$ cat src/common/mux_pkg.sv
// Shared constants and width types of the AXI4 write multiplexer.
// The top PORT_IDX_BITS of every ID must already hold the upstream port
// index, because B responses are routed on those bits.
// NUM_PORTS is assumed to be a power of two.

package mux_pkg;

  // ------------------------------
  // Sizes
  // ------------------------------
  localparam int unsigned NUM_PORTS     = 4;
  localparam int unsigned PORT_IDX_BITS = $clog2(NUM_PORTS);
  localparam int unsigned ID_WIDTH      = 6;
  localparam int unsigned ADDR_WIDTH    = 32;
  localparam int unsigned DATA_WIDTH    = 32;
  // Accepted AWs whose W data is still pending
  localparam int unsigned W_FIFO_DEPTH  = 4;

  // ------------------------------
  // Channel field types
  // ------------------------------
  typedef logic [PORT_IDX_BITS-1:0]  port_idx_t;
  typedef logic [ID_WIDTH-1:0]       axi_id_t;
  typedef logic [ADDR_WIDTH-1:0]     addr_t;
  // Burst length minus one
  typedef logic [7:0]                len_t;
  typedef logic [DATA_WIDTH-1:0]     data_t;
  typedef logic [DATA_WIDTH/8-1:0]   strb_t;
  typedef logic [1:0]                resp_t;

endpackage

$ cat src/common/aw_chan_if.sv
// AW channel between the arbiter and the write steering.
// Carries only the fields this multiplexer forwards: id, addr and len.
// Valid and payload hold stable until the valid/ready handshake.

interface aw_chan_if;

  import mux_pkg::*;

  logic    valid;
  logic    ready;
  axi_id_t id;
  addr_t   addr;
  len_t    len;

  // Arbiter side
  modport src (
    output valid, id, addr, len,
    input  ready
  );

  // Steering side
  modport dst (
    input  valid, id, addr, len,
    output ready
  );

endinterface

$ cat src/hdl/aw_arbiter.sv
// Round-robin AW arbiter with lock-in.
// A port that is offered and not yet accepted keeps the grant until its
// handshake, so the forwarded AW never changes while it waits.
// Upstream masters must keep aw_valid_i high until accepted.

module aw_arbiter (
  input  logic                                        clk_i,
  input  logic                                        rst_n_i,
  input  logic                [mux_pkg::NUM_PORTS-1:0] aw_valid_i,
  input  mux_pkg::axi_id_t    [mux_pkg::NUM_PORTS-1:0] aw_id_i,
  input  mux_pkg::addr_t      [mux_pkg::NUM_PORTS-1:0] aw_addr_i,
  input  mux_pkg::len_t       [mux_pkg::NUM_PORTS-1:0] aw_len_i,
  output logic                [mux_pkg::NUM_PORTS-1:0] aw_ready_o,
  aw_chan_if.src                                      aw
);

  import mux_pkg::*;

  port_idx_t prio_q;
  logic      lock_q;
  port_idx_t lock_idx_q;
  port_idx_t sel_idx;

  // ------------------------------
  // Port selection
  // ------------------------------
  always_comb begin : proc_select
    port_idx_t cand;
    logic      found;
    sel_idx = lock_q ? lock_idx_q : prio_q;
    found   = lock_q;
    // Search from the priority pointer upwards, wrapping around
    for (int unsigned i = 0; i < NUM_PORTS; i++) begin
      cand = port_idx_t'((prio_q + i) % NUM_PORTS);
      if (!found && aw_valid_i[cand]) begin
        sel_idx = cand;
        found   = 1'b1;
      end
    end
  end

  assign aw.valid = aw_valid_i[sel_idx];
  assign aw.id    = aw_id_i[sel_idx];
  assign aw.addr  = aw_addr_i[sel_idx];
  assign aw.len   = aw_len_i[sel_idx];

  always_comb begin : proc_ready
    aw_ready_o          = '0;
    aw_ready_o[sel_idx] = aw.valid & aw.ready;
  end

  // ------------------------------
  // Lock and priority state
  // ------------------------------
  always_ff @(posedge clk_i or negedge rst_n_i) begin : proc_state
    if (!rst_n_i) begin
      prio_q     <= '0;
      lock_q     <= 1'b0;
      lock_idx_q <= '0;
    end else if (aw.valid && aw.ready) begin
      lock_q <= 1'b0;
      // Next round starts after the port just served
      prio_q <= port_idx_t'(sel_idx + 1'b1);
    end else if (aw.valid) begin
      lock_q     <= 1'b1;
      lock_idx_q <= sel_idx;
    end
  end

endmodule

$ cat src/write_steer/w_order_fifo.sv
// Order FIFO of upstream port indices, W_FIFO_DEPTH entries deep.
// No fall-through: a pushed entry shows on data_o one cycle later.
// The caller must not push when full or pop when empty.

module w_order_fifo (
  input  logic               clk_i,
  input  logic               rst_n_i,
  input  logic               push_i,
  input  logic               pop_i,
  input  mux_pkg::port_idx_t data_i,
  output mux_pkg::port_idx_t data_o,
  output logic               full_o,
  output logic               empty_o
);

  import mux_pkg::*;

  port_idx_t                           mem_q [W_FIFO_DEPTH];
  logic [$clog2(W_FIFO_DEPTH)-1:0]     wr_ptr_q;
  logic [$clog2(W_FIFO_DEPTH)-1:0]     rd_ptr_q;
  logic [$clog2(W_FIFO_DEPTH+1)-1:0]   count_q;

  assign data_o  = mem_q[rd_ptr_q];
  assign full_o  = (count_q == W_FIFO_DEPTH);
  assign empty_o = (count_q == '0);

  // Storage
  always_ff @(posedge clk_i) begin : proc_mem
    if (push_i) begin
      mem_q[wr_ptr_q] <= data_i;
    end
  end

  // ------------------------------
  // Pointers and fill level
  // ------------------------------
  always_ff @(posedge clk_i or negedge rst_n_i) begin : proc_ptr
    if (!rst_n_i) begin
      wr_ptr_q <= '0;
      rd_ptr_q <= '0;
      count_q  <= '0;
    end else begin
      if (push_i) begin
        wr_ptr_q <= (wr_ptr_q == W_FIFO_DEPTH - 1) ? '0 : wr_ptr_q + 1'b1;
      end
      if (pop_i) begin
        rd_ptr_q <= (rd_ptr_q == W_FIFO_DEPTH - 1) ? '0 : rd_ptr_q + 1'b1;
      end
      // Push and pop together leave the level unchanged
      if (push_i && !pop_i) begin
        count_q <= count_q + 1'b1;
      end else if (pop_i && !push_i) begin
        count_q <= count_q - 1'b1;
      end
    end
  end

endmodule

$ cat src/write_steer/write_steer.sv
// Write steering: forwards the granted AW and routes W beats in AW order.
// AW is held off while W_FIFO_DEPTH bursts wait for their data.
// W data of a burst can pass from the cycle after its AW is accepted.

module write_steer (
  input  logic                                         clk_i,
  input  logic                                         rst_n_i,
  aw_chan_if.dst                                       aw,
  output logic                                         m_aw_valid_o,
  input  logic                                         m_aw_ready_i,
  output mux_pkg::axi_id_t                             m_aw_id_o,
  output mux_pkg::addr_t                               m_aw_addr_o,
  output mux_pkg::len_t                                m_aw_len_o,
  input  logic                 [mux_pkg::NUM_PORTS-1:0] w_valid_i,
  input  mux_pkg::data_t       [mux_pkg::NUM_PORTS-1:0] w_data_i,
  input  mux_pkg::strb_t       [mux_pkg::NUM_PORTS-1:0] w_strb_i,
  input  logic                 [mux_pkg::NUM_PORTS-1:0] w_last_i,
  output logic                 [mux_pkg::NUM_PORTS-1:0] w_ready_o,
  output logic                                         m_w_valid_o,
  output mux_pkg::data_t                               m_w_data_o,
  output mux_pkg::strb_t                               m_w_strb_o,
  output logic                                         m_w_last_o,
  input  logic                                         m_w_ready_i
);

  import mux_pkg::*;

  logic      fifo_full;
  logic      fifo_empty;
  logic      fifo_push;
  logic      fifo_pop;
  port_idx_t head_idx;

  // ------------------------------
  // AW channel
  // ------------------------------
  assign m_aw_valid_o = aw.valid & ~fifo_full;
  assign aw.ready     = m_aw_ready_i & ~fifo_full;
  assign m_aw_id_o    = aw.id;
  assign m_aw_addr_o  = aw.addr;
  assign m_aw_len_o   = aw.len;
  assign fifo_push    = m_aw_valid_o & m_aw_ready_i;

  w_order_fifo i_w_order_fifo (
    .clk_i   ( clk_i                              ),
    .rst_n_i ( rst_n_i                            ),
    .push_i  ( fifo_push                          ),
    .pop_i   ( fifo_pop                           ),
    .data_i  ( aw.id[ID_WIDTH-1 -: PORT_IDX_BITS] ),
    .data_o  ( head_idx                           ),
    .full_o  ( fifo_full                          ),
    .empty_o ( fifo_empty                         )
  );

  // ------------------------------
  // W channel
  // ------------------------------
  assign m_w_data_o  = w_data_i[head_idx];
  assign m_w_strb_o  = w_strb_i[head_idx];
  assign m_w_last_o  = w_last_i[head_idx];
  assign m_w_valid_o = ~fifo_empty & w_valid_i[head_idx];

  always_comb begin : proc_w_ready
    w_ready_o           = '0;
    w_ready_o[head_idx] = ~fifo_empty & m_w_ready_i;
  end

  // Burst done on its last beat
  assign fifo_pop = m_w_valid_o & m_w_ready_i & m_w_last_o;

endmodule

$ cat src/hdl/b_router.sv
// B response router.
// The port is taken from the top PORT_IDX_BITS of the response ID; that index
// is neither added nor checked here. ID and resp go to every port.

module b_router (
  input  logic                                      m_b_valid_i,
  input  mux_pkg::axi_id_t                          m_b_id_i,
  input  mux_pkg::resp_t                            m_b_resp_i,
  output logic                                      m_b_ready_o,
  output logic              [mux_pkg::NUM_PORTS-1:0] b_valid_o,
  output mux_pkg::axi_id_t                          b_id_o,
  output mux_pkg::resp_t                            b_resp_o,
  input  logic              [mux_pkg::NUM_PORTS-1:0] b_ready_i
);

  import mux_pkg::*;

  port_idx_t dst_idx;

  assign dst_idx = m_b_id_i[ID_WIDTH-1 -: PORT_IDX_BITS];

  // Broadcast payload
  assign b_id_o   = m_b_id_i;
  assign b_resp_o = m_b_resp_i;

  // Valid to the addressed port only
  always_comb begin : proc_b_valid
    b_valid_o          = '0;
    b_valid_o[dst_idx] = m_b_valid_i;
  end

  assign m_b_ready_o = b_ready_i[dst_idx];

endmodule

$ cat src/hdl/axi_write_mux.sv
// AXI4 write multiplexer, NUM_PORTS upstream ports onto one downstream port.
// Write path only; no read channels and no user signals.
// Each master must place its port index in the top ID bits.
// At most W_FIFO_DEPTH AWs may wait for W data at any time.

module axi_write_mux (
  input  logic                                        clk_i,
  input  logic                                        rst_n_i,
  // Upstream AW
  input  logic                [mux_pkg::NUM_PORTS-1:0] aw_valid_i,
  output logic                [mux_pkg::NUM_PORTS-1:0] aw_ready_o,
  input  mux_pkg::axi_id_t    [mux_pkg::NUM_PORTS-1:0] aw_id_i,
  input  mux_pkg::addr_t      [mux_pkg::NUM_PORTS-1:0] aw_addr_i,
  input  mux_pkg::len_t       [mux_pkg::NUM_PORTS-1:0] aw_len_i,
  // Upstream W
  input  logic                [mux_pkg::NUM_PORTS-1:0] w_valid_i,
  output logic                [mux_pkg::NUM_PORTS-1:0] w_ready_o,
  input  mux_pkg::data_t      [mux_pkg::NUM_PORTS-1:0] w_data_i,
  input  mux_pkg::strb_t      [mux_pkg::NUM_PORTS-1:0] w_strb_i,
  input  logic                [mux_pkg::NUM_PORTS-1:0] w_last_i,
  // Upstream B
  output logic                [mux_pkg::NUM_PORTS-1:0] b_valid_o,
  input  logic                [mux_pkg::NUM_PORTS-1:0] b_ready_i,
  output mux_pkg::axi_id_t                            b_id_o,
  output mux_pkg::resp_t                              b_resp_o,
  // Downstream AW
  output logic                                        m_aw_valid_o,
  input  logic                                        m_aw_ready_i,
  output mux_pkg::axi_id_t                            m_aw_id_o,
  output mux_pkg::addr_t                              m_aw_addr_o,
  output mux_pkg::len_t                               m_aw_len_o,
  // Downstream W
  output logic                                        m_w_valid_o,
  input  logic                                        m_w_ready_i,
  output mux_pkg::data_t                              m_w_data_o,
  output mux_pkg::strb_t                              m_w_strb_o,
  output logic                                        m_w_last_o,
  // Downstream B
  input  logic                                        m_b_valid_i,
  output logic                                        m_b_ready_o,
  input  mux_pkg::axi_id_t                            m_b_id_i,
  input  mux_pkg::resp_t                              m_b_resp_i
);

  aw_chan_if aw_if ();

  // ------------------------------
  // Input side
  // ------------------------------
  aw_arbiter i_aw_arbiter (
    .clk_i      ( clk_i      ),
    .rst_n_i    ( rst_n_i    ),
    .aw_valid_i ( aw_valid_i ),
    .aw_id_i    ( aw_id_i    ),
    .aw_addr_i  ( aw_addr_i  ),
    .aw_len_i   ( aw_len_i   ),
    .aw_ready_o ( aw_ready_o ),
    .aw         ( aw_if.src  )
  );

  // ------------------------------
  // Write steering
  // ------------------------------
  write_steer i_write_steer (
    .clk_i        ( clk_i        ),
    .rst_n_i      ( rst_n_i      ),
    .aw           ( aw_if.dst    ),
    .m_aw_valid_o ( m_aw_valid_o ),
    .m_aw_ready_i ( m_aw_ready_i ),
    .m_aw_id_o    ( m_aw_id_o    ),
    .m_aw_addr_o  ( m_aw_addr_o  ),
    .m_aw_len_o   ( m_aw_len_o   ),
    .w_valid_i    ( w_valid_i    ),
    .w_data_i     ( w_data_i     ),
    .w_strb_i     ( w_strb_i     ),
    .w_last_i     ( w_last_i     ),
    .w_ready_o    ( w_ready_o    ),
    .m_w_valid_o  ( m_w_valid_o  ),
    .m_w_data_o   ( m_w_data_o   ),
    .m_w_strb_o   ( m_w_strb_o   ),
    .m_w_last_o   ( m_w_last_o   ),
    .m_w_ready_i  ( m_w_ready_i  )
  );

  // ------------------------------
  // Output side
  // ------------------------------
  b_router i_b_router (
    .m_b_valid_i ( m_b_valid_i ),
    .m_b_id_i    ( m_b_id_i    ),
    .m_b_resp_i  ( m_b_resp_i  ),
    .m_b_ready_o ( m_b_ready_o ),
    .b_valid_o   ( b_valid_o   ),
    .b_id_o      ( b_id_o      ),
    .b_resp_o    ( b_resp_o    ),
    .b_ready_i   ( b_ready_i   )
  );

endmodule

$ cat config.mk
export PLATFORM = sky130hd
export DESIGN_NAME = axi_write_mux
export DESIGN_NICKNAME = d
export VERILOG_FILES = /design/src/common/mux_pkg.sv /design/src/common/aw_chan_if.sv /design/src/hdl/aw_arbiter.sv /design/src/write_steer/w_order_fifo.sv /design/src/write_steer/write_steer.sv /design/src/hdl/b_router.sv /design/src/hdl/axi_write_mux.sv
export SDC_FILE = /design/constraint.sdc
export NUM_CORES = 1
export LEC_CHECK = 0
export BUFFER_PORTS_ARGS = -buffer_cell sky130_fd_sc_hd__buf_4
export CAP_MARGIN = 20
export CORE_AREA = 4 4 179 181
export DETAILED_ROUTE_END_ITERATION = 12
export DIE_AREA = 0 0 183 185
export MAX_ROUTING_LAYER = met4
export PLACE_DENSITY = 0.48
export SETUP_SLACK_MARGIN = 0.2
export SYNTH_ARGS = -nofsm -noshare
export SYNTH_HDL_FRONTEND = slang
export SYNTH_SLANG_ARGS = --single-unit
$ cat constraint.sdc
create_clock -name clk_i -period 3.85 [get_ports clk_i]
set_input_delay 0.1925 -clock clk_i [delete_from_list [all_inputs] [get_ports clk_i]]
set_output_delay 0.1925 -clock clk_i [all_outputs]
set_load 0.01 [all_outputs]
* Word level (Yosys, flattened, before mapping)
Memories as Yosys holds them, arrays and structs flattened.
Cells that the tools add are included.
** Operators by class
- Eq/ne operators :: 3
- Bitwise operators :: 14
- Reduce and logical (&&, ||, !) cells :: 20
- Muxes and demuxes :: 48
- $add $sub $neg :: 8
- Order comparisons :: 10
** Operator list (number)
- $bmux 32 s2 :: 2
- $mux 32 :: 2
- $lt 2x3->1 const B :: 7
- $mux 1 :: 18
- $bmux 1 s2 :: 8
- $bmux 8 s2 :: 1
- $mux 2 :: 7
- $and 4x4->4 :: 3
- $bmux 6 s2 :: 1
- $logic_and 1x1->1 :: 10
- $add 2x1->2 const B :: 4
- $and 1x1->1 :: 8
- $bmux 4 s2 :: 1
- $mux 8 :: 1
- $demux 1 s2 :: 3
- $ge 2x1->1 const B :: 3
- $logic_not 1->1 :: 6
- $mux 3 :: 2
- $mux 6 :: 1
- $add 2x2->2 const B :: 2
- $eq 2x2->1 const B :: 2
- $mux 4 :: 1
- $reduce_bool 2->1 :: 2
- $add 3x1->3 const B :: 1
- other kinds (5) :: 7
** Storage, ports and cells
- Bits of input ports :: 357
- Memories :: 1
- Output and inout bits :: 106
- Bits in writable memories :: 8
- Register bits after elaboration :: 12
- Logic and storage cells :: 110
** Memory list
- i_write_steer.i_w_order_fifo.mem_q :: depth 4, width 2, rd ports 1, clocked after Yosys merged registers in 0, wr ports 1, RTL line w_order_fifo.sv:18 : port_idx_t mem_q [W_FIFO_DEPTH];

* Logic depth before layout (Yosys ltp)
Gate-level depths: netlist of the first run.
- Word-level depth :: 21
- Gate-level depth with buffers :: 13
- Gate-level depth less buffers :: 12

* By module
Synthesis of the first run repeated with hierarchy kept, for this count alone.
** Second synthesis, totals
- Cell total of the unflattened synthesis :: 386
- Area, all modules :: 4342.9 µm²
** By module, submodules not included
- aw_arbiter :: seq. area each 125.1 µm², times used 1, area an instance 2174.6 µm², cells an instance 222
- write_steer :: seq. area each 0.0 µm², times used 1, area an instance 1346.3 µm², cells an instance 104
- w_order_fifo :: seq. area each 415.4 µm², times used 1, area an instance 704.4 µm², cells an instance 47
- b_router :: seq. area each 0.0 µm², times used 1, area an instance 117.6 µm², cells an instance 13

* Worst setup path after synthesis of the first run
Ideal clock, no wire load.
- Path kind :: flip-flop to flip-flop
- Start :: reg i_aw_arbiter.lock_q
- End :: reg i_write_steer.i_w_order_fifo.count_q[2]
- Slack :: 0.977 ns
- Cell stages (with the launch flop) :: 13
- Data required time :: 3.771 ns
- Arrival time :: 2.794 ns
- Buffers on the path :: 1
- Period minus slack after synthesis :: 2.873 ns
- Cell sequence :: dfrtp_1 nor2b_1 or3_4 o21bai_4 mux2i_1 a211oi_2 buf_4 ha_1 inv_1 fa_1 xor2_1 nor2_1 xor2_1
** On the way
- Word-level cells in the longest chain between the ends :: 19
- Elaborated cells on any way between the ends :: 25
- Classes of those cells :: 11 x mux; 2 x bitwise; 12 x reduce/logical
** Ends and longest elaborated chain
- start: declaration :: RTL line aw_arbiter.sv:20 : logic lock_q;
- start signal: assignment :: RTL line aw_arbiter.sv:58 : lock_q <= 1'b0;
- start signal: assignment :: RTL line aw_arbiter.sv:61 : lock_q <= 1'b0;
- start signal: assignment :: RTL line aw_arbiter.sv:65 : lock_q <= 1'b1;
- $logic_not 1->1 :: RTL line aw_arbiter.sv:35 : if (!found && aw_valid_i[cand]) begin
- $logic_and 1x1->1 :: RTL line aw_arbiter.sv:35
- $mux 1 :: RTL line aw_arbiter.sv:35
- $logic_not 1->1 :: RTL line aw_arbiter.sv:35
- $logic_and 1x1->1 :: RTL line aw_arbiter.sv:35
- $mux 1 :: RTL line aw_arbiter.sv:35
- $logic_not 1->1 :: RTL line aw_arbiter.sv:35
- $logic_and 1x1->1 :: RTL line aw_arbiter.sv:35
- (+4 left out)
- via i_aw_arbiter.sel_idx[1] :: RTL line aw_arbiter.sv:22 : port_idx_t sel_idx;
- $bmux 1 s2 * :: RTL line aw_arbiter.sv:42 : assign aw.valid = aw_valid_i[sel_idx];
- $mux 1 (not written as such) * :: RTL line aw_arbiter.sv:42
- $and 1x1->1 * :: RTL line write_steer.sv:37 : assign m_aw_valid_o = aw.valid & ~fifo_full;
- $and 1x1->1 * :: RTL line write_steer.sv:42 : assign fifo_push = m_aw_valid_o & m_aw_ready_i;
- via i_write_steer.fifo_push :: RTL line write_steer.sv:30 : logic fifo_push;
- $logic_not 1->1 :: RTL line w_order_fifo.sv:52 : end else if (pop_i && !push_i) begin
- $logic_and 1x1->1 :: RTL line w_order_fifo.sv:52
- $reduce_bool 2->1 (no source line)
- end signal: assignment :: RTL line w_order_fifo.sv:51 : count_q <= count_q + 1'b1;
- end signal: assignment :: RTL line w_order_fifo.sv:53 : count_q <= count_q - 1'b1;
- end: declaration :: RTL line w_order_fifo.sv:21 : logic [$clog2(W_FIFO_DEPTH+1)-1:0] count_q;
Mark *: on every way through the listed nets, which the timed path passes. The rest lies on a longest branch. The select of a mux whose other input is x is not followed.
A chain may end at the register's enable or synchronous reset.

* Worst setup path in the final report of the first run
- Start :: reg i_write_steer.i_w_order_fifo.rd_ptr_q[0]
- End :: reg i_write_steer.i_w_order_fifo.count_q[2]
** On the way
- Word-level cells in the longest chain between the ends :: 9
- Elaborated cells on any way between the ends :: 13
- Classes of those cells :: 5 x mux; 3 x bitwise; 4 x reduce/logical; 1 x memory
** Ends and longest elaborated chain
- start: declaration :: RTL line w_order_fifo.sv:20 : logic [$clog2(W_FIFO_DEPTH)-1:0] rd_ptr_q;
- start signal: assignment :: RTL line w_order_fifo.sv:47 : rd_ptr_q <= (rd_ptr_q == W_FIFO_DEPTH - 1) ? '0 : rd_ptr_q + 1'b1;
- $mem_v2 4x2 *
- $bmux 1 s2 :: RTL line write_steer.sv:61 : assign m_w_valid_o = ~fifo_empty & w_valid_i[head_idx];
- $mux 1 (not written as such) :: RTL line write_steer.sv:61
- $and 1x1->1 :: RTL line write_steer.sv:61
- $and 1x1->1 :: RTL line write_steer.sv:69 : assign fifo_pop = m_w_valid_o & m_w_ready_i & m_w_last_o;
- $and 1x1->1 * :: RTL line write_steer.sv:69
- $logic_not 1->1 :: RTL line w_order_fifo.sv:50 : if (push_i && !pop_i) begin
- $logic_and 1x1->1 :: RTL line w_order_fifo.sv:50
- $mux 3 / $reduce_bool 2->1 (equally long branches)
Every way passes the cells marked *; elsewhere a longest branch is shown, timed or not. The select of a mux whose other input is x is not followed.

==> results of run 1 <==
[placed cells by master (no fill, tap or decap), drive strengths merged, types with 2 or more instances in the layout]
cell type and instances:
a211oi 5, a21oi 2, and2 10, buf 460, clkbuf 3, dfrtp 12
diode 2, edfxtp 8, ha 10, inv 9, mux2 6, mux2i 142
mux4 40, nand2 7, nand2b 4, nand3 2, nor2 14, nor2b 3
nor3 3, xor2 2
[logic make-up (layout without fill, tap and decap cells)]
kind of cell / after synthesis / count (layout) / synth area share
simple gates: 47 / 47 / 0.0653
fa+ha+maj: 11 / 11 / 0.0389
other cells: 0 / 2 / 0
buf+inv: 42 / 474 / 0.0606
compound gates: 19 / 19 / 0.0436
xor+xnor: 3 / 3 / 0.00704
flops: 20 / 20 / 0.145
mux: 188 / 188 / 0.640
[registers in the layout, indices dropped and copies added (netlist names)]
register                               cells
i_aw_arbiter.prio_q                        2
i_aw_arbiter.lock_q                        1
i_write_steer.i_w_order_fifo.count_q       3
i_write_steer.i_w_order_fifo.wr_ptr_q      2
i_write_steer.i_w_order_fifo.rd_ptr_q      2
i_write_steer.i_w_order_fifo.mem_q         8
i_aw_arbiter.lock_idx_q                    2
[layer usage]
metal	part of all wire	up-vias	track usage
li1	-	2156	-
met2	0.59	299	0.274
met1	0.32	2103	0.122
met4	0.015	0	0.0372
met5	0	-	-
met3	0.082	15	0.0281
[power by group]
part	internal, W	switching (W)	leakage [nW]
combinational	0.00235	0.00222	3.79
clock	0.000206	0.0000823	0.0511
sequential	0.000326	0.0000772	0.211
total	0.00288	0.00238	4.05
[path summary, 6_finish.rpt]
path                                                                 startpoint                                                  end  slack, ns  cells after the start
setup reg to reg           i_write_steer.i_w_order_fifo.rd_ptr_q[0]$_DFFE_PN0P_  i_write_steer.i_w_order_fifo.count_q[2]$_DFFE_PN0P_       0.76                     10
setup / recovery           i_write_steer.i_w_order_fifo.rd_ptr_q[0]$_DFFE_PN0P_  i_write_steer.i_w_order_fifo.count_q[2]$_DFFE_PN0P_       0.76                     10
hold reg to reg             i_write_steer.i_w_order_fifo.count_q[2]$_DFFE_PN0P_  i_write_steer.i_w_order_fifo.count_q[2]$_DFFE_PN0P_       0.50                      1
min in group asynchronous                                               rst_n_i  i_write_steer.i_w_order_fifo.count_q[0]$_DFFE_PN0P_       0.38                      2
hold / removal                                                    aw_valid_i[2]               i_aw_arbiter.lock_idx_q[1]$_DFFE_PN0P_       0.34                      3
max in group asynchronous                                               rst_n_i  i_write_steer.i_w_order_fifo.count_q[1]$_DFFE_PN0P_       3.29                      2
[cell type report]
type	instances	area [µm²]	area share
diodes	2	5.00	0.000657
well taps	396	495	0.0651
clock buffers	3	75.1	0.00986
multi-input cells	268	2970	0.390
inverters	9	36.3	0.00477
clock inverters	1	30.0	0.00394
flip-flops and latches	20	541	0.0710
repair buffers	461	3460	0.455
[through the flow]
stage | instances | area [µm²] | hold slack [ns] | util | setup slack (ns)
4_1_cts | 1158 | 7610 | 0.338 | 0.250 | 0.744
3_5_place_dp | 1153 | 7490 | 0.0641 | 0.246 | 0.752
6_report | 1160 | 7610 | 0.338 | 0.250 | 0.756
3_3_place_gp | 1153 | 7490 | 0.0651 | 0.246 | 0.779
2_1_floorplan | 330 | 3730 | -0.103 | - | 0.977
5_1_grt | 1160 | 7610 | 0.368 | 0.250 | 0.550
[critical path, delay by kind of cell, from the launching register on]
family / cells / cell delay (ns)
XOR/XNOR: 2 / 0.34
adder cells (fa/ha/maj): 2 / 0.57
buffers and inverters: 2 / 0.39
flip-flops: 1 / 0.44
multiplexers: 2 / 1.01
AND/OR/NAND/NOR: 2 / 0.26
==> results.cfg, run 1 <==
[cells_and_area]
syn_to_final_growth_pct = 104
drive_above_1_share = 0.669
nets = 1131
fill_cells = 3351

[placement]
hpwlAfterDp_mm = 22.0
gp_congestion = 0.798
port_buffers = 450

[floorplanning]
die_w_um = 183
ios = 463
core_area_um2 = 30400
rows = 64
die_area_um2 = 33900
initial_core_util = 0.123
die_h_um = 185

[clocking]
clock_latency_ns = 0.26
ctsLongestPathBuffers = 2
tritoncts = yes
hold_buffers = 1
cts.clk_slew.worst_paths_ns = 0.06
clock_sinks = 20
cts_setup_buffers = 0
cts_resized = 0
clockRootBuffer = clkbuf_16
cts_max_level = 1
cts_made_buffers = 3

[route]
drt-initial-drc-count = 121
via_count = 4573
routed_wl_mm = 23.9
vias_per_cell = 3.94
dr.pass1.iters = 4
wl_per_cell_um = 20.6
final_antenna_net_count = 0
drc = 0

[flow_run]
cap_violations = 0

[yosys]
synth_top_cell_area_share = 0.381
ys_seq_area_frac = 0.145
syn_inst = 330
synth_common_cells = mux2i_1, mux4_2, buf_4, nor2_1, buf_2
synth.largest_area_cell = mux2i_1
synth_nets = 698
synthArstFlopShare = 0.600
ys_types = 43
post-synth-top-count-cell = mux2i_1
synth-seq-cells = 20
syn-cell-area_um2 = 3730
synth_warnings = 0
synth.area.top_cells = mux2i_1, mux4_2, dfrtp_1
synth_area_per_cell_um2 = 11.3
synth_edf_count = 8
ys.flop_type = dfrtp_1

[min_path]
hold_class = input pin to flip-flop

[sta]
rsz0062_at_grt = false
skew_ns = 0.00673
worst_pin_slew_ns = 0.612
finalHoldViolCount = 0
final.min_clock_period_ns = 3.09
setup-tns-final_ns = 0
final_max_slew_viol_count = 0
period_share = 0.804
finalSetupViolations = 0
max_clock_freq_mhz = 323
relSlewSlack = 0.580

[pwr]
ir_drop_uv = 294
finalPower_w = 0.00526
p_per_area_nw_per_um2 = 691
leakagePower_nw = 4.05

[setup_path]
cp-end-kind = flip-flop
slowest_stage = mux4_2
crit_fanout = 33
cp.arrival_ns = 3.28
path_cells = mux4_2 -> buf_4 -> mux4_2 -> nand2_1 -> ha_1 -> inv_1 -> fa_1 -> xor2_1 -> nor2_1 -> xor2_1
cp-start-kind = flip-flop
critPathRequiredTime_ns = 4.03
crit_type = flip-flop to flip-flop
max_stage_delay_ns = 0.66

[global_routing]
grtUsageTotal = 0.133
antenna_found_initial = 2
grt_pass1_vias = 4984
grt_max_degree = 34
grt_pass1_wl_mm = 32.2
gr-total-overflow = 0

[status]
status = finished clean
(Power assumes the default switching activity.)
==> inputs of run 2 (changes only) <==
--- a/config.mk
+++ b/config.mk
@@ -5,13 +5,14 @@
 export SDC_FILE = /design/constraint.sdc
 export NUM_CORES = 1
 export LEC_CHECK = 0
+export ABC_AREA = 1
 export BUFFER_PORTS_ARGS = -buffer_cell sky130_fd_sc_hd__buf_4
 export CAP_MARGIN = 20
-export CORE_AREA = 4 4 179 181
+export CORE_AREA = 4 4 176 178
 export DETAILED_ROUTE_END_ITERATION = 12
-export DIE_AREA = 0 0 183 185
+export DIE_AREA = 0 0 180 182
 export MAX_ROUTING_LAYER = met4
-export PLACE_DENSITY = 0.48
+export PLACE_DENSITY = 0.51
 export SETUP_SLACK_MARGIN = 0.2
 export SYNTH_ARGS = -nofsm -noshare
 export SYNTH_HDL_FRONTEND = slang
==> constraint.sdc (replaced) <==
create_clock -name clk_i -period 2.5 [get_ports clk_i]
set_input_delay 0.125 -clock clk_i [delete_from_list [all_inputs] [get_ports clk_i]]
set_output_delay 0.125 -clock clk_i [all_outputs]
set_load 0.01 [all_outputs]
==> results.cfg, run 2 <==
[cells_and_area]
largest_reg_flops = 8
drive_above_1_share = 0.607
fin_util = 0.320
top_register = i_write_steer.i_w_order_fifo.mem_q
fin_cells = 1549
reg_top3 = i_write_steer.i_w_order_fifo.mem_q (8), i_write_steer.i_w_order_fifo.count_q (3)
final_design_area_no_fill_um2 = 9420
final_cell_mix = buf_4, nand2_1, nand3_1
nets = 1527
syn_to_final_growth_pct = 140
layout_commonest_cell = buf_4

[route]
wl_per_cell_um = 18.7
vias_per_cell = 4.39
via_count = 6795
final_antenna_net_count = 0
drt-initial-drc-count = 199
drc = 0
routed_wl_mm = 29.0
dr.pass1.iters = 4

[yosys]
syn_inst = 669
synthArstFlopShare = 0.600
synth_warnings = 0
synth_common_cells = nand2_1, nor2_1, nand3_1, o21ai_0, o22ai_1
synth-seq-cells = 20
synth.largest_area_cell = nand3_1
synth_edf_count = 8
synth.area.top_cells = nand3_1, nand2_1, nor2_1
post-synth-top-count-cell = nand2_1
synth_top_cell_area_share = 0.130
ys.flop_type = dfrtp_1
synth_nets = 1037
synth_area_per_cell_um2 = 5.86
ys_types = 34
ys_seq_area_frac = 0.138
syn-cell-area_um2 = 3920

[clocking]
clock_sinks = 20
clockRootBuffer = clkbuf_16
cts_made_buffers = 3
ctsLongestPathBuffers = 2
cts.clk_slew.worst_paths_ns = 0.06
cts_max_level = 1
clock_latency_ns = 0.26
tritoncts = yes

[status]
violations = negative setup slack
status = finished, violations left

[sta]
max_clock_freq_mhz = 370
finalHoldViolCount = 0
final_max_slew_viol_count = 0
relSlewSlack = 0.712
finalSetupViolations = 51
skew_ns = 0.00870
rsz0062_at_grt = true
worst_pin_slew_ns = 0.432
layout_setup_ws_ns = -0.204
period_share = 1.08
final.min_clock_period_ns = 2.70

[pwr]
switching_share = 0.504
leakagePower_nw = 4.56
internal_power_w = 0.00960
p_per_area_nw_per_um2 = 2060
finalPower_w = 0.0194
p_comb_frac = 0.942
seq_power_share = 0.035
clkPwrFrac = 0.023
power_switching_w = 0.00978
ir_drop_uv = 928

[setup_path]
cp-startpoint = i_aw_arbiter.prio_q[0]$_DFFE_PN0P_
crit_fanout = 7
cp-endpoint = i_write_steer.i_w_order_fifo.count_q[1]$_DFFE_PN0P_
crit_buf_inv = 4
cp.arrival_ns = 2.84
cp_num_cells = 16
max_stage_delay_ns = 0.47
crit_type = flip-flop to flip-flop
path_cells = buf_6 -> nand2_2 -> nand3_2 -> nand2_4 -> nand2_4 -> nor2_4 -> nand2_4 -> buf_4 -> nand3_4 -> nand3_4 -> nand3_4 -> inv_2 -> ha_4 -> inv_4 -> fa_2 -> mux2_4
reg2regPathDepth = 16
cp-end-kind = flip-flop
slowest_stage = dfrtp_2
rrSetupSlack_ns = -0.20
critPathRequiredTime_ns = 2.63
cp_top_family = simple AND/OR/NAND/NOR gates
reg2reg_to = i_write_steer.i_w_order_fifo.count_q[1]$_DFFE_PN0P_
cp-start-kind = flip-flop
timing.rr.start = i_aw_arbiter.prio_q[0]$_DFFE_PN0P_

[global_routing]
grt_pass1_vias = 6813
gr-total-overflow = 0
grt_max_degree = 37
grt_pass1_wl_mm = 39.1
grtUsageTotal = 0.155
antenna_found_initial = 1

[placement]
placed_cell_area_um2 = 7950
dpl_worst_slack_ns = -0.156
gp_congestion = 0.883
hpwlAfterDp_mm = 22.4
port_buffers = 450
dp.cells = 1508

[floorplanning]
core_area_um2 = 29400
rows = 63
initial_core_util = 0.133
die_h_um = 182
die_area_um2 = 32800
ios = 463
die_w_um = 180

[min_path]
hold_class = input pin to async pin

[flow_run]
cap_violations = 0
==> run 2: worst min-delay path by stage <==
| stage | to | cells after the start | slack [ns] | from |
|---|---|---|---|---|
| detailed placement | i_write_steer.i_w_order_fifo.rd_ptr_q[1]$_DFFE_PN0P_ | 1 | -0.02 | rst_n_i |
| global route | b_resp_o[1] | 0 | 0.25 | m_b_resp_i[1] |
| floorplan | i_aw_arbiter.lock_idx_q[0]$_DFFE_PN0P_ | 0 | -0.17 | rst_n_i |
| finish | i_write_steer.i_w_order_fifo.count_q[2]$_DFFE_PN0P_ | 2 | 0.25 | rst_n_i |
| global placement | i_write_steer.i_w_order_fifo.rd_ptr_q[1]$_DFFE_PN0P_ | 1 | -0.02 | rst_n_i |
| CTS | b_id_o[2] | 0 | 0.25 | m_b_id_i[2] |
==> run 2: metal layers <==
metal / vias to the layer above / routed length [µm] / track usage
met5: - / 0 / -
met4: 0 / 898 / 0.0369
met3: 41 / 1970 / 0.0280
met2: 342 / 15600 / 0.301
met1: 3104 / 10500 / 0.162
li1: 3308 / - / -
==> run 2: worst reg2reg max path, cell delays in order (launching register included) <==
cell	delay, ns
dfrtp_2	0.47
buf_6	0.16
nand2_2	0.08
nand3_2	0.09
nand2_4	0.11
nand2_4	0.08
nor2_4	0.18
nand2_4	0.09
buf_4	0.15
nand3_4	0.08
nand3_4	0.09
nand3_4	0.07
inv_2	0.05
ha_4	0.15
inv_4	0.05
fa_2	0.42
mux2_4	0.27
==> run 2: metrics by stage <==
stage,TNS (ns),hold WS (ns)
after global placement,-0.270,-0.0179
after global routing,-13.01,0.250
after CTS,-3.54,0.250
final,-6.88,0.250
after detailed placement,-0.642,-0.0178
after floorplan,-0.311,-0.171
==> run 2: layout make-up <==
type / count / area, µm²
fill: 3199 / 20000
clock buffer: 3 / 75.1
timing repair inverter: 1 / 5.00
tap: 390 / 488
antenna: 1 / 2.50
sequential: 20 / 543
timing repair buffer: 541 / 4630
inverter: 35 / 149
multi-input combinational: 557 / 3500
clock inverter: 1 / 30.0
==> run 2: kinds of logic (layout without fill, tap and decap cells) <==
kind of cell,count (synthesis),in the layout,share of synthesized area
fa+ha+maj,11,11,0.0370
xor+xnor,2,2,0.00447
buf+inv,92,581,0.130
other cells,0,1,0
simple gates,359,359,0.408
mux,1,1,0.00287
flops,20,20,0.138
compound gates,184,184,0.280
==> run 2: timing repair <==
| action | in CTS | in global routing |
|---|---|---|
| hold buffers | 1 | 0 |
| pin swaps | 21 | 51 |
| cloned | 7 | 9 |
| setup endpoints to repair | 71 | 96 |
| resized for setup | 93 | 154 |
| hold endpoints to repair | 12 | 0 |
| buffers inserted | 13 | 6 |
==> run 2: power by group through the flow <==
stage,clock network (W),registers (W),logic (W)
finish,0.000445,0.000683,0.0183
floorplan,0,0.000644,0.00719
global placement,0,0.000670,0.0138
global route,0.000466,0.000702,0.0196
CTS,0.000452,0.000675,0.0160
detailed placement,0,0.000672,0.0138
